## src/hdl/csr_consts.svh

```systemverilog
`ifndef CSR_CONSTS_SVH
`define CSR_CONSTS_SVH

// Datapath width
`define XLEN            32

////////////////////////////////////////////////////////////////////////////
// Machine CSR numbers
////////////////////////////////////////////////////////////////////////////
`define CSR_MSTATUS     12'h300
`define CSR_MIE         12'h304
`define CSR_MTVEC       12'h305
`define CSR_MSCRATCH    12'h340
`define CSR_MEPC        12'h341
`define CSR_MCAUSE      12'h342
`define CSR_MTVAL       12'h343
`define CSR_MIP         12'h344

// Timer bus addresses, CLINT style layout
`define MTIME_LO        32'h0200_BFF8
`define MTIME_HI        32'h0200_BFFC
`define MTIMECMP_LO     32'h0200_4000
`define MTIMECMP_HI     32'h0200_4004

// Trap vector, direct mode so two LSBs zero
`define MTVEC_FIXED     32'h0000_0100

// Only MTIE (bit 7) is writable in mie
`define MIE_WRITE_MASK  32'h0000_0080

// Interrupt flag plus machine timer code
`define CAUSE_M_TIMER   32'h8000_0007

`endif

```

## src/hdl/csr_pkg.sv

```systemverilog
`include "csr_consts.svh"

package csr_pkg;

  //////////////////////////////////////////////////////////////////////////
  // CSR instruction types
  //////////////////////////////////////////////////////////////////////////

  typedef enum logic [1:0] {
    CSR_NOP = 2'b00,  // No access side effects
    CSR_RW  = 2'b01,  // Swap
    CSR_RS  = 2'b10,  // Set bits
    CSR_RC  = 2'b11   // Clear bits
  } csr_op_e;

  typedef logic [11:0] csr_num_t;

  // mstatus bit layout, only mie, mpie and mpp are live here
  typedef struct packed {
    logic [18:0] rsv_hi;    // sd, wpri, tsr..fs
    logic [1:0]  mpp;       // Bits 12:11
    logic [2:0]  rsv_mid;   // wpri, spp
    logic        mpie;      // Bit 7
    logic [2:0]  rsv_lo2;   // wpri, spie, upie
    logic        mie;       // Bit 3
    logic [2:0]  rsv_lo;    // wpri, sie, uie
  } mstatus_t;

  // One CSR word, read as plain data or as mstatus fields
  typedef union packed {
    logic [`XLEN-1:0] raw;
    mstatus_t         status;
  } csr_word_u;

  //////////////////////////////////////////////////////////////////////////
  // Inter-block records
  //////////////////////////////////////////////////////////////////////////

  // Interrupt enables and pending flag for the trap decision
  typedef struct packed {
    logic mstatus_mie;
    logic mie_mtie;
    logic mtip;
  } csr_status_t;

  // Trap commit, applied by the register file on the next edge
  typedef struct packed {
    logic             valid;
    logic [`XLEN-1:0] epc;
    logic [`XLEN-1:0] cause;
    logic [`XLEN-1:0] tval;
  } trap_commit_t;

  // Memory-mapped timer request, single cycle
  typedef struct packed {
    logic        we;
    logic [31:0] addr;
    logic [31:0] wdata;
  } timer_bus_t;

endpackage

```

## src/hdl/csr_regfile.sv

```systemverilog
`timescale 1ns/1ps

`include "csr_consts.svh"

module csr_regfile (
  input  logic                  clk,
  input  logic                  rst,
  // CSR instruction port
  input  csr_pkg::csr_op_e      op_i,
  input  csr_pkg::csr_num_t     addr_i,
  input  logic [`XLEN-1:0]      wdata_i,
  output logic [`XLEN-1:0]      rdata_o,    // Old value, same cycle
  // Timer pending flag from the timer block
  input  logic                  mtip_i,
  // Trap side
  input  csr_pkg::trap_commit_t trap_i,
  output csr_pkg::csr_status_t  status_o,
  output logic [`XLEN-1:0]      mtvec_o,
  output logic [`XLEN-1:0]      mepc_o
);

  import csr_pkg::*;

  ////////////////////////////////////////////////////////////////////////////
  // State
  ////////////////////////////////////////////////////////////////////////////

  csr_word_u        mstatus_q, mstatus_d;
  csr_word_u        mstatus_rd;               // Read view with MPP forced
  logic [`XLEN-1:0] mie_q, mie_d;
  logic [`XLEN-1:0] mscratch_q, mscratch_d;
  logic [`XLEN-1:0] mepc_q, mepc_d;
  logic [`XLEN-1:0] mcause_q, mcause_d;
  logic [`XLEN-1:0] mtval_q, mtval_d;
  logic [`XLEN-1:0] mip_rd;                   // Read-only, pending bits only

  logic             wr_en;
  csr_word_u        wr_word;                  // New value after RW/RS/RC

  // Machine mode only, so MPP always reads 3
  always_comb begin
    mstatus_rd            = mstatus_q;
    mstatus_rd.status.mpp = 2'b11;
  end

  assign mip_rd = {{(`XLEN-8){1'b0}}, mtip_i, 7'b000_0000};

  ////////////////////////////////////////////////////////////////////////////
  // Read mux, combinational on addr_i
  ////////////////////////////////////////////////////////////////////////////

  always_comb begin
    case (addr_i)
      `CSR_MSTATUS:  rdata_o = mstatus_rd.raw;
      `CSR_MIE:      rdata_o = mie_q;
      `CSR_MTVEC:    rdata_o = `MTVEC_FIXED;
      `CSR_MIP:      rdata_o = mip_rd;
      `CSR_MSCRATCH: rdata_o = mscratch_q;
      `CSR_MEPC:     rdata_o = mepc_q;
      `CSR_MCAUSE:   rdata_o = mcause_q;
      `CSR_MTVAL:    rdata_o = mtval_q;
      default:       rdata_o = '0;            // Unknown CSRs read zero
    endcase
  end

  // Op decode, RS/RC work on the old value
  always_comb begin
    wr_en       = 1'b1;
    wr_word.raw = wdata_i;
    case (op_i)
      CSR_NOP: wr_en = 1'b0;
      CSR_RW:  wr_word.raw = wdata_i;
      CSR_RS:  wr_word.raw = rdata_o | wdata_i;
      CSR_RC:  wr_word.raw = rdata_o & ~wdata_i;
      default: wr_en = 1'b0;
    endcase
  end

  ////////////////////////////////////////////////////////////////////////////
  // Next state, instruction write then trap commit on top
  ////////////////////////////////////////////////////////////////////////////

  always_comb begin
    mstatus_d  = mstatus_q;
    mie_d      = mie_q;
    mscratch_d = mscratch_q;
    mepc_d     = mepc_q;
    mcause_d   = mcause_q;
    mtval_d    = mtval_q;

    if (wr_en) begin
      case (addr_i)
        `CSR_MSTATUS: begin
          mstatus_d.raw         = '0;           // Drop all other fields
          mstatus_d.status.mie  = wr_word.status.mie;
          mstatus_d.status.mpie = wr_word.status.mpie;
          mstatus_d.status.mpp  = 2'b11;
        end
        `CSR_MIE:      mie_d      = wr_word.raw & `MIE_WRITE_MASK;
        `CSR_MSCRATCH: mscratch_d = wr_word.raw;
        `CSR_MEPC:     mepc_d     = {wr_word.raw[`XLEN-1:2], 2'b00};
        `CSR_MCAUSE:   mcause_d   = wr_word.raw;
        `CSR_MTVAL:    mtval_d    = wr_word.raw;
        default: ;                              // mtvec, mip, unknown
      endcase
    end

    // Trap wins over any instruction write
    if (trap_i.valid) begin
      mepc_d                = {trap_i.epc[`XLEN-1:2], 2'b00};
      mcause_d              = trap_i.cause;
      mtval_d               = trap_i.tval;
      mstatus_d.status.mpie = mstatus_q.status.mie;  // Stack MIE
      mstatus_d.status.mie  = 1'b0;                  // Mask further irqs
    end
  end

  always_ff @(posedge clk) begin
    if (rst) begin
      mstatus_q.raw <= '0;
      mie_q         <= '0;
      mscratch_q    <= '0;
      mepc_q        <= '0;
      mcause_q      <= '0;
      mtval_q       <= '0;
    end else begin
      mstatus_q     <= mstatus_d;
      mie_q         <= mie_d;
      mscratch_q    <= mscratch_d;
      mepc_q        <= mepc_d;
      mcause_q      <= mcause_d;
      mtval_q       <= mtval_d;
    end
  end

  // Outputs to trap logic and fetch
  assign status_o.mstatus_mie = mstatus_q.status.mie;
  assign status_o.mie_mtie    = mie_q[7];
  assign status_o.mtip        = mtip_i;      // Passed on from timer
  assign mtvec_o              = `MTVEC_FIXED;
  assign mepc_o               = mepc_q;

endmodule

```

## src/hdl/csr_subsystem.sv

```systemverilog
`timescale 1ns/1ps

`include "csr_consts.svh"

module csr_subsystem (
  input  logic                clk,
  input  logic                rst,
  // CSR instruction port
  input  csr_pkg::csr_op_e    op_i,
  input  csr_pkg::csr_num_t   addr_i,
  input  logic [`XLEN-1:0]    wdata_i,
  output logic [`XLEN-1:0]    rdata_o,
  // Memory-mapped timer
  input  csr_pkg::timer_bus_t timer_bus_i,
  output logic [31:0]         timer_rdata_o,
  // Exceptions and trap outputs
  input  logic                exc_req_i,
  input  logic [`XLEN-1:0]    exc_cause_i,
  input  logic [`XLEN-1:0]    exc_tval_i,
  input  logic [`XLEN-1:0]    pc_i,
  output logic                trap_o,
  output logic [`XLEN-1:0]    mtvec_o,
  output logic [`XLEN-1:0]    mepc_o
);

  import csr_pkg::*;

  csr_status_t  status;     // Regfile to trap decision
  trap_commit_t commit;     // Trap decision back to regfile
  logic         mtip;       // Timer pending, routed through regfile

  csr_regfile u_regfile (
    .clk      (clk),
    .rst      (rst),
    .op_i     (op_i),
    .addr_i   (addr_i),
    .wdata_i  (wdata_i),
    .rdata_o  (rdata_o),
    .mtip_i   (mtip),
    .trap_i   (commit),
    .status_o (status),
    .mtvec_o  (mtvec_o),
    .mepc_o   (mepc_o)
  );

  machine_timer u_timer (
    .clk     (clk),
    .rst     (rst),
    .bus_i   (timer_bus_i),
    .rdata_o (timer_rdata_o),
    .mtip_o  (mtip)
  );

  trap_ctrl u_trap (
    .status_i    (status),
    .exc_req_i   (exc_req_i),
    .exc_cause_i (exc_cause_i),
    .exc_tval_i  (exc_tval_i),
    .pc_i        (pc_i),
    .commit_o    (commit)
  );

  assign trap_o = commit.valid;   // Same cycle as the decision

endmodule

```

## src/hdl/machine_timer.sv

```systemverilog
`timescale 1ns/1ps

`include "csr_consts.svh"

module machine_timer (
  input  logic                clk,
  input  logic                rst,
  input  csr_pkg::timer_bus_t bus_i,
  output logic [31:0]         rdata_o,     // Same cycle as addr
  output logic                mtip_o       // Sticky pending flag
);

  logic [63:0] mtime_q, mtime_d;
  logic [63:0] mtimecmp_q, mtimecmp_d;
  logic        mtip_q, mtip_d;
  logic        cmp_wr;                     // Either mtimecmp half written

  // Half-word read decode
  always_comb begin
    case (bus_i.addr)
      `MTIME_LO:    rdata_o = mtime_q[31:0];
      `MTIME_HI:    rdata_o = mtime_q[63:32];
      `MTIMECMP_LO: rdata_o = mtimecmp_q[31:0];
      `MTIMECMP_HI: rdata_o = mtimecmp_q[63:32];
      default:      rdata_o = '0;
    endcase
  end

  ////////////////////////////////////////////////////////////////////////////
  // Counter, compare register and pending flag
  ////////////////////////////////////////////////////////////////////////////

  always_comb begin
    mtime_d    = mtime_q + 64'd1;          // Free running
    mtimecmp_d = mtimecmp_q;
    cmp_wr     = 1'b0;
    if (bus_i.we) begin
      case (bus_i.addr)
        `MTIME_LO:    mtime_d = {mtime_q[63:32], bus_i.wdata};  // No increment
        `MTIME_HI:    mtime_d = {bus_i.wdata, mtime_q[31:0]};
        `MTIMECMP_LO: begin
          mtimecmp_d = {mtimecmp_q[63:32], bus_i.wdata};
          cmp_wr     = 1'b1;
        end
        `MTIMECMP_HI: begin
          mtimecmp_d = {bus_i.wdata, mtimecmp_q[31:0]};
          cmp_wr     = 1'b1;
        end
        default: ;
      endcase
    end

    // Compare write acknowledges, else set and hold
    if (cmp_wr)
      mtip_d = 1'b0;
    else if (mtime_q >= mtimecmp_q)
      mtip_d = 1'b1;
    else
      mtip_d = mtip_q;
  end

  always_ff @(posedge clk) begin
    if (rst) begin
      mtime_q    <= '0;
      mtimecmp_q <= '1;                    // Far future, nothing pending
      mtip_q     <= 1'b0;
    end else begin
      mtime_q    <= mtime_d;
      mtimecmp_q <= mtimecmp_d;
      mtip_q     <= mtip_d;
    end
  end

  assign mtip_o = mtip_q;

endmodule

```

## src/hdl/trap_ctrl.sv

```systemverilog
`timescale 1ns/1ps

`include "csr_consts.svh"

module trap_ctrl (
  input  csr_pkg::csr_status_t  status_i,
  // Exception request from the core
  input  logic                  exc_req_i,
  input  logic [`XLEN-1:0]      exc_cause_i,
  input  logic [`XLEN-1:0]      exc_tval_i,
  input  logic [`XLEN-1:0]      pc_i,
  output csr_pkg::trap_commit_t commit_o
);

  logic timer_irq;

  // Global enable, local enable and pending all needed
  assign timer_irq = status_i.mstatus_mie & status_i.mie_mtie & status_i.mtip;

  ////////////////////////////////////////////////////////////////////////////
  // Commit record
  ////////////////////////////////////////////////////////////////////////////

  always_comb begin
    // Exceptions ignore MIE
    commit_o.valid = timer_irq | exc_req_i;
    commit_o.epc   = pc_i;
    if (timer_irq) begin
      commit_o.cause = `CAUSE_M_TIMER;     // Interrupt wins the cause
      commit_o.tval  = '0;
    end else begin
      commit_o.cause = exc_cause_i;
      commit_o.tval  = exc_tval_i;
    end
  end

endmodule

```

## config.mk

```make
export PLATFORM = sky130hd
export DESIGN_NAME = csr_subsystem
export DESIGN_NICKNAME = d
export VERILOG_FILES = /design/src/hdl/csr_pkg.sv /design/src/hdl/csr_regfile.sv /design/src/hdl/csr_subsystem.sv /design/src/hdl/machine_timer.sv /design/src/hdl/trap_ctrl.sv
export VERILOG_INCLUDE_DIRS = /design/src /design/src/hdl
export SDC_FILE = /design/constraint.sdc
export NUM_CORES = 1
export LEC_CHECK = 0
export BUFFER_PORTS_ARGS = -buffer_cell sky130_fd_sc_hd__buf_2
export CAP_MARGIN = 20
export CORE_MARGIN = 5
export CORE_UTILIZATION = 35
export CTS_BUF_LIST = sky130_fd_sc_hd__clkbuf_2 sky130_fd_sc_hd__clkbuf_4 sky130_fd_sc_hd__clkbuf_8
export DETAILED_ROUTE_END_ITERATION = 12
export SLEW_MARGIN = 20
export SYNTH_ARGS = -nofsm -noshare
export SYNTH_HDL_FRONTEND = slang
export SYNTH_SLANG_ARGS = --single-unit
```

## constraint.sdc

```tcl
create_clock -name clk -period 2.2 [get_ports clk]
set_clock_uncertainty 0.1 [all_clocks]
set_input_delay 0.11 -clock clk [delete_from_list [all_inputs] [get_ports clk]]
set_output_delay 0.11 -clock clk [all_outputs]
set_load 0.01 [all_outputs]
```

==> impl_metrics.csv, run 1 <==
group,metric,value,unit
status,status,"finished, violations left",
status,violations,"negative setup slack",
power,power_leakage,0.0107,uW
routing,route.detailed.drc,0,
logic_synthesis,ys_types,74,
logic_synthesis,async_reset_ff_share,0,%
sta,finalSetupTns,-0.0545,ns
floorplanning,core,45600,um^2
sta,fin_ws,-0.0279,ns
critical_path,cp-end-kind,"flop",
sta,rsz0062_at_grt,"yes",
critical_path,cpLargestDelayFamily,"simple AND/OR/NAND/NOR gates",
sta,final_hold_viol_count,0,
placed_design,port_buffers,302,
sta,finalSetupViolCount,4,
logic_synthesis,synth-compound-area-share,31.8,%
cts,cts-htree-levels,2,
global_routing,antenna_found_initial,2,
logic_synthesis,yosysWarnings,0,
logic_synthesis,synth_top_family_by_area,"compound AO/OA/AOI/OAI gates",
cts,path_clk_slew,0.06,ns
logic_synthesis,synth_most_common_cell,"dfxtp_1",
sta,slew_headroom,36.4,%
run,maxCapViolCount,0,
logic_synthesis,synth-edff-count,0,
power,p_per_area,466,nW/um^2
routing,drt-total-wl,74600,um
logic_synthesis,synth_area,16200,um^2
critical_path,critPathMaxFanout,4,
sta,drv_slew,0,
placed_design,dp_worst_setup_slack,-0.362,ns
logic_synthesis,synthFlopType,"dfxtp_1",
cts,clock-sinks,258,
logic_synthesis,synth_fa_ha_area_share,5.03,%
floorplanning,fp.dieW,225,um
critical_path,crit_type,"flop to flop",
floorplanning,start_util,35.5,%
cts,cts_root_buffer,"clkbuf_8",
final_layout,final_nets,3151,
global_routing,grt_pass1_vias,19858,
cts,cts_buffers,47,
sta,tightest_slew,0.955,ns
placed_design,dpl.hpwl,51600,um
cts,clock_path_buffers,3,
cts,clk_latency,0.63,ns
routing,drtAntennaViolNets,0,
floorplanning,io_pins,339,
cts,cts_tree,"built",
floorplanning,row_count,78,
sta,fin_crit_sh,101,%
logic_synthesis,synth_top_area_cell,"dfxtp_1",
logic_synthesis,synthTopCellsByCount,"dfxtp_1, nand2_1, a21oi_1",
logic_synthesis,synthMuxAreaShare,1.25,%
critical_path,slowest_stage,"or4_4",
final_layout,fillers,4208,
logic_synthesis,synth-simple-area-share,22.0,%
global_routing,grt_overflow_total,0,
floorplanning,die_area,50600,um^2
global_routing,grt_max_degree,76,
critical_path,slowest_delay,0.47,ns
power,ir_worst_vdd,0.342,mV
routing,avgRoutedWirePerCell,21.2,um
logic_synthesis,syn_avg_cell_area,7.67,um^2
floorplanning,die-height,225,um
sta,min_period,2.23,ns
critical_path,crit_required,2.59,ns
critical_path,crit_arrival,2.61,ns
routing,dr.pass1.iters,5,
logic_synthesis,yosys.area_share.xor_xnor,0.0541,%
critical_path,startpoint_type,"flop",
routing,drt_iter0_drc,2047,
critical_path,path_cells,"nand4_1 -> buf_4 -> or2_4 -> or4_4 -> o31a_1 -> o21ai_1 -> a21oi_1",
sta,fmaxAchievable,449,MHz
final_layout,layout-drive-gt1-share,33.1,%
global_routing,grt_usage,27.3,%
logic_synthesis,synth_seq_cells,258,
logic_synthesis,ys_seq_area_share,31.9,%
logic_synthesis,syn_inst,2110,
routing,routed_via_density,5.80,
final_layout,area_growth,51.8,%
critical_path,cp.buffers_inverters,1,
routing,num_vias,20415,
worst_hold_path,min_path_type,"input pin to flop",
logic_synthesis,synth_top_area_share,31.9,%
placed_design,gp_congestion,0.955,
logic_synthesis,synth_area_leaders,"dfxtp_1, a22oi_1, nand2_1",
global_routing,grt_pass1_wl,112000,um
cell usage in the layout, fill, tap and decap left out, drive strengths merged, types with 5 or more instances in the layout:
master and count:
buf 703, dfxtp 258, nand2 257, a21oi 185
nor2 178, dlygate4sd3 176, a22oi 141, a211oi 100
o21ai 94, inv 84, clkbuf 80, o211ai 77
nand3 70, ha 65, nor3 52, a311oi 42
nand4 38, or3 38, conb 34, nor4 32
a31o 28, mux2i 18, a31oi 17, and3 14
and4 10, and2 9, a21o 7, diode 6
nand2b 6, a22o 6, a221oi 6, nor2b 6
clkinv 6, or4 6, a222oi 5, o221ai 5
nor4b 5
state kept, by name, indices dropped and copies added, names as in the netlist:
name	flops
u_regfile.mie_q	1
u_regfile.mepc_o	30
u_timer.mtimecmp_q	64
u_regfile.mcause_q	32
u_regfile.mtval_q	32
u_timer.mtip_o	1
u_regfile.mscratch_q	32
u_timer.mtime_q	64
u_regfile.mstatus_q	2
what timing repair did:
action                     CTS  global route
hold buffers               176             0
resized for setup           73            93
hold endpoints to repair   257             0
pin swaps                   36            38
gates cloned                 0             2
buffers inserted            12            22
setup endpoints to repair   63            91
stage by stage:
step / hold slack [ns] / area (um^2) / util, % / std cells / total power, uW
after floorplan: 0.119 / 16300 / - / 2142 / 5610
after global placement: 0.253 / 20900 / 45.8 / 3218 / 6210
after detailed placement: 0.261 / 20900 / 45.8 / 3218 / 6230
after CTS: 0.0757 / 24000 / 52.6 / 3490 / 11500
after global routing: 0.170 / 24600 / 53.9 / 3514 / 11800
final: 0.139 / 24600 / 53.9 / 3518 / 11500
cells by family (layout without fill, tap and decap cells):
family,after synthesis,count (layout)
AOI/OAI and AO/OA,746,746
and+or+nand+nor,738,738
buffers and inverters,280,1050
DFF,258,258
adders and majority gates,65,65
muxes,20,20
other,2,40
xor gates and xnor gates,1,1
layer usage:
metal	wire, um	up-vias	GRT usage (%)
met3	6560	213	4.96
met1	31100	9686	36.5
met5	0	-	0
met4	2880	0	11.0
li1	-	9416	-
met2	34000	1100	43.5
tightest hold or removal path: cells and delay by family:
kind / cells / cell delay (ns)
buf+inv: 2 / 0.27
mux: 1 / 0.09
simple gates: 3 / 0.34
worst paths after layout:
kind / start / endpoint / slack (ns) / cells past startpoint
max: u_timer.mtime_q[2] / u_timer.mtime_q[23] / -0.03 / 7
min: addr_i[6] / u_regfile.mstatus_q[3] / 0.14 / 6
max reg2reg: u_timer.mtime_q[2] / u_timer.mtime_q[23] / -0.03 / 7
min reg2reg: u_regfile.mcause_q[7] / u_regfile.mcause_q[7] / 0.38 / 2
where the power goes:
part           internal, uW  switching [uW]  total (uW)
logic                   698             844        1540
registers              4800            95.1        4900
clock network          2780            2230        5020
total                  8280            3170       11500
layout make-up:
type	instances	area, um^2	area share (%)
well taps	600	751	3.06
diodes	6	15.0	0.0611
multi-input cells	1604	10400	42.4
inverters	84	315	1.28
clock inverters	7	41.3	0.168
clock buffers	78	973	3.96
repair buffers	881	6860	27.9
flip-flops and latches	258	5190	21.1
No activity file was read; power rests on OpenSTA's default activity.
==> run 2: changes to the inputs <==
Settings changed: SKIP_LAST_GASP from default to 1.
==> run 2 against run 1 <==
The run still ends with negative setup slack left; worst hold slack got worse by 0.0030 ns; routed wire length is 0.97% higher; non-clock buffer count up 2; fmax down 0.59%; final cell count increased by 0.14%; die area is the same; sequential power is essentially flat; flip-flop and latch count did not move; combinational power is essentially flat; largest power group unchanged; highest routed layer unchanged.
==> impl_metrics.csv, run 2 (synthesized netlist as in run 1, its figures left out) <==
group,metric,value,unit
global_routing,grt_usage,27.3,%
placed_design,dpl.hpwl,51600,um
critical_path,reg2reg_slack,-0.04,ns
cts,clock-sinks,258,
cts,path_clk_slew,0.06,ns
critical_path,critPathMaxFanout,4,
routing,drtAntennaViolNets,0,
routing,dr.pass1.iters,5,
critical_path,reg2reg_to,"u_timer.mtime_q[23]",
critical_path,critPathLaunch,"u_timer.mtime_q[2]",
final_layout,final_nets,3153,
sta,min_period,2.24,ns
critical_path,crit_type,"flop to flop",
power,ir_worst_vdd,0.342,mV
worst_hold_path,min_path_type,"input pin to flop",
sta,rsz0062_at_grt,"yes",
routing,drt_iter0_drc,1905,
power,power_leakage,0.0107,uW
cts,cts_buffers,47,
critical_path,timing.critical_path.to,"u_timer.mtime_q[23]",
cts,cts_tree,"built",
final_layout,layout_commonest_cell,"buf_4",
sta,finalSetupTns,-0.115,ns
placed_design,dp_worst_setup_slack,-0.362,ns
power,clkPwrFrac,43.8,%
critical_path,crit_required,2.58,ns
routing,drt-total-wl,75300,um
sta,drv_slew,0,
routing,routed_via_density,5.83,
sta,fin_ws,-0.0411,ns
status,status,"finished, violations left",
cts,cts-htree-levels,2,
status,violations,"negative setup slack",
power,internal-power,8280,uW
critical_path,crit_arrival,2.63,ns
routing,route.detailed.drc,0,
critical_path,startpoint_type,"flop",
cts,clock_path_buffers,3,
floorplanning,io_pins,339,
power,power_frac_comb,13.5,%
floorplanning,core,45600,um^2
global_routing,grt_overflow_total,0,
run,maxCapViolCount,0,
final_layout,post-route-util,54.1,%
final_layout,largestRegisters,"u_timer.mtime_q: 64 flops, u_timer.mtimecmp_q: 64 flops",
sta,finalSetupViolCount,6,
routing,avgRoutedWirePerCell,21.4,um
floorplanning,die_area,50600,um^2
final_layout,most-common-layout-cells,"buf_4, buf_2, nand2_1",
sta,tightest_slew,0.957,ns
placed_design,gp_congestion,0.955,
power,p_seq_share,42.7,%
routing,num_vias,20554,
placed_design,port_buffers,302,
sta,fmaxAchievable,446,MHz
power,p_sw_share,27.8,%
power,p_per_area,465,nW/um^2
global_routing,antenna_found_initial,2,
global_routing,grt_pass1_wl,112000,um
floorplanning,die-height,225,um
cts,cts_root_buffer,"clkbuf_8",
global_routing,grt_pass1_vias,19860,
cts,clk_latency,0.63,ns
sta,final_hold_viol_count,0,
critical_path,reg2regPathDepth,7,
sta,slew_headroom,36.2,%
final_layout,area_growth,52.5,%
critical_path,cp-end-kind,"flop",
final_layout,layout-drive-gt1-share,33.4,%
critical_path,r2r_start,"u_timer.mtime_q[2]",
global_routing,grt_max_degree,76,
power,p_sw,3180,uW
floorplanning,row_count,78,
sta,fin_crit_sh,102,%
floorplanning,fp.dieW,225,um
floorplanning,start_util,35.5,%
-- run 2: layout make-up --
cell class / instances / area, um^2
antenna: 9 / 22.5
multi-input combinational: 1604 / 10500
clock buffer: 78 / 973
timing repair buffer: 883 / 6910
fill: 4209 / 20900
clock inverter: 7 / 41.3
tap: 600 / 751
sequential: 258 / 5200
inverter: 84 / 315
-- run 2: power by group through the flow --
stage | Sequential, uW | Clock, uW | Combinational (uW)
2_1_floorplan | 4990 | 0 | 619
3_3_place_gp | 4990 | 0 | 1220
3_5_place_dp | 4990 | 0 | 1230
4_1_cts | 4890 | 5090 | 1490
5_1_grt | 4910 | 5270 | 1650
6_report | 4900 | 5030 | 1550
-- run 2: through the flow --
stage                     hold WS, ns  area, um^2  total power, uW  instances
final                           0.136       24700            11500       3523
after floorplan                 0.119       16300             5610       2142
after global placement          0.253       20900             6210       3218
after detailed placement        0.261       20900             6230       3218
after global routing            0.170       24700            11800       3516
after CTS                      0.0757       24000            11500       3490
-- run 2: how the worst min path moves through the flow --
stage / start / end / slack, ns / cells after the start
after CTS: addr_i[6] / u_regfile.mstatus_q[3] / 0.08 / 6
after detailed placement: pc_i[8] / u_regfile.mepc_o[8] / 0.26 / 3
after global placement: pc_i[8] / u_regfile.mepc_o[8] / 0.25 / 3
final: addr_i[6] / u_regfile.mstatus_q[3] / 0.14 / 6
after floorplan: timer_bus_i[22] / u_timer.mtime_q[54] / 0.12 / 2
after global routing: addr_i[6] / u_regfile.mstatus_q[3] / 0.17 / 6
-- run 2: critical path, cell delays in order, from the launching register on --
cell,delay (ns)
dfxtp_2,0.36
nand4_1,0.22
buf_4,0.22
or2_4,0.25
or4_4,0.47
o31a_1,0.26
o21ai_1,0.15
a21oi_1,0.08
-- run 2: routing by layer --
layer	share of wire (%)	wire [um]	vias to the layer above	track usage [%]
met5	0	0	-	0
met4	4.1	3050	0	11.0
met3	9.0	6800	231	4.96
met2	46	34300	1144	43.5
met1	41	31200	9747	36.5
li1	-	-	9432	-
-- run 2: repair_timing --
action,CTS,global route
hold buffers,176,0
pin swaps,35,40
buffers inserted,12,23
resized for setup,72,106
endpoints found under the setup margin,63,91
gates cloned,0,4
hold endpoints to repair,257,0
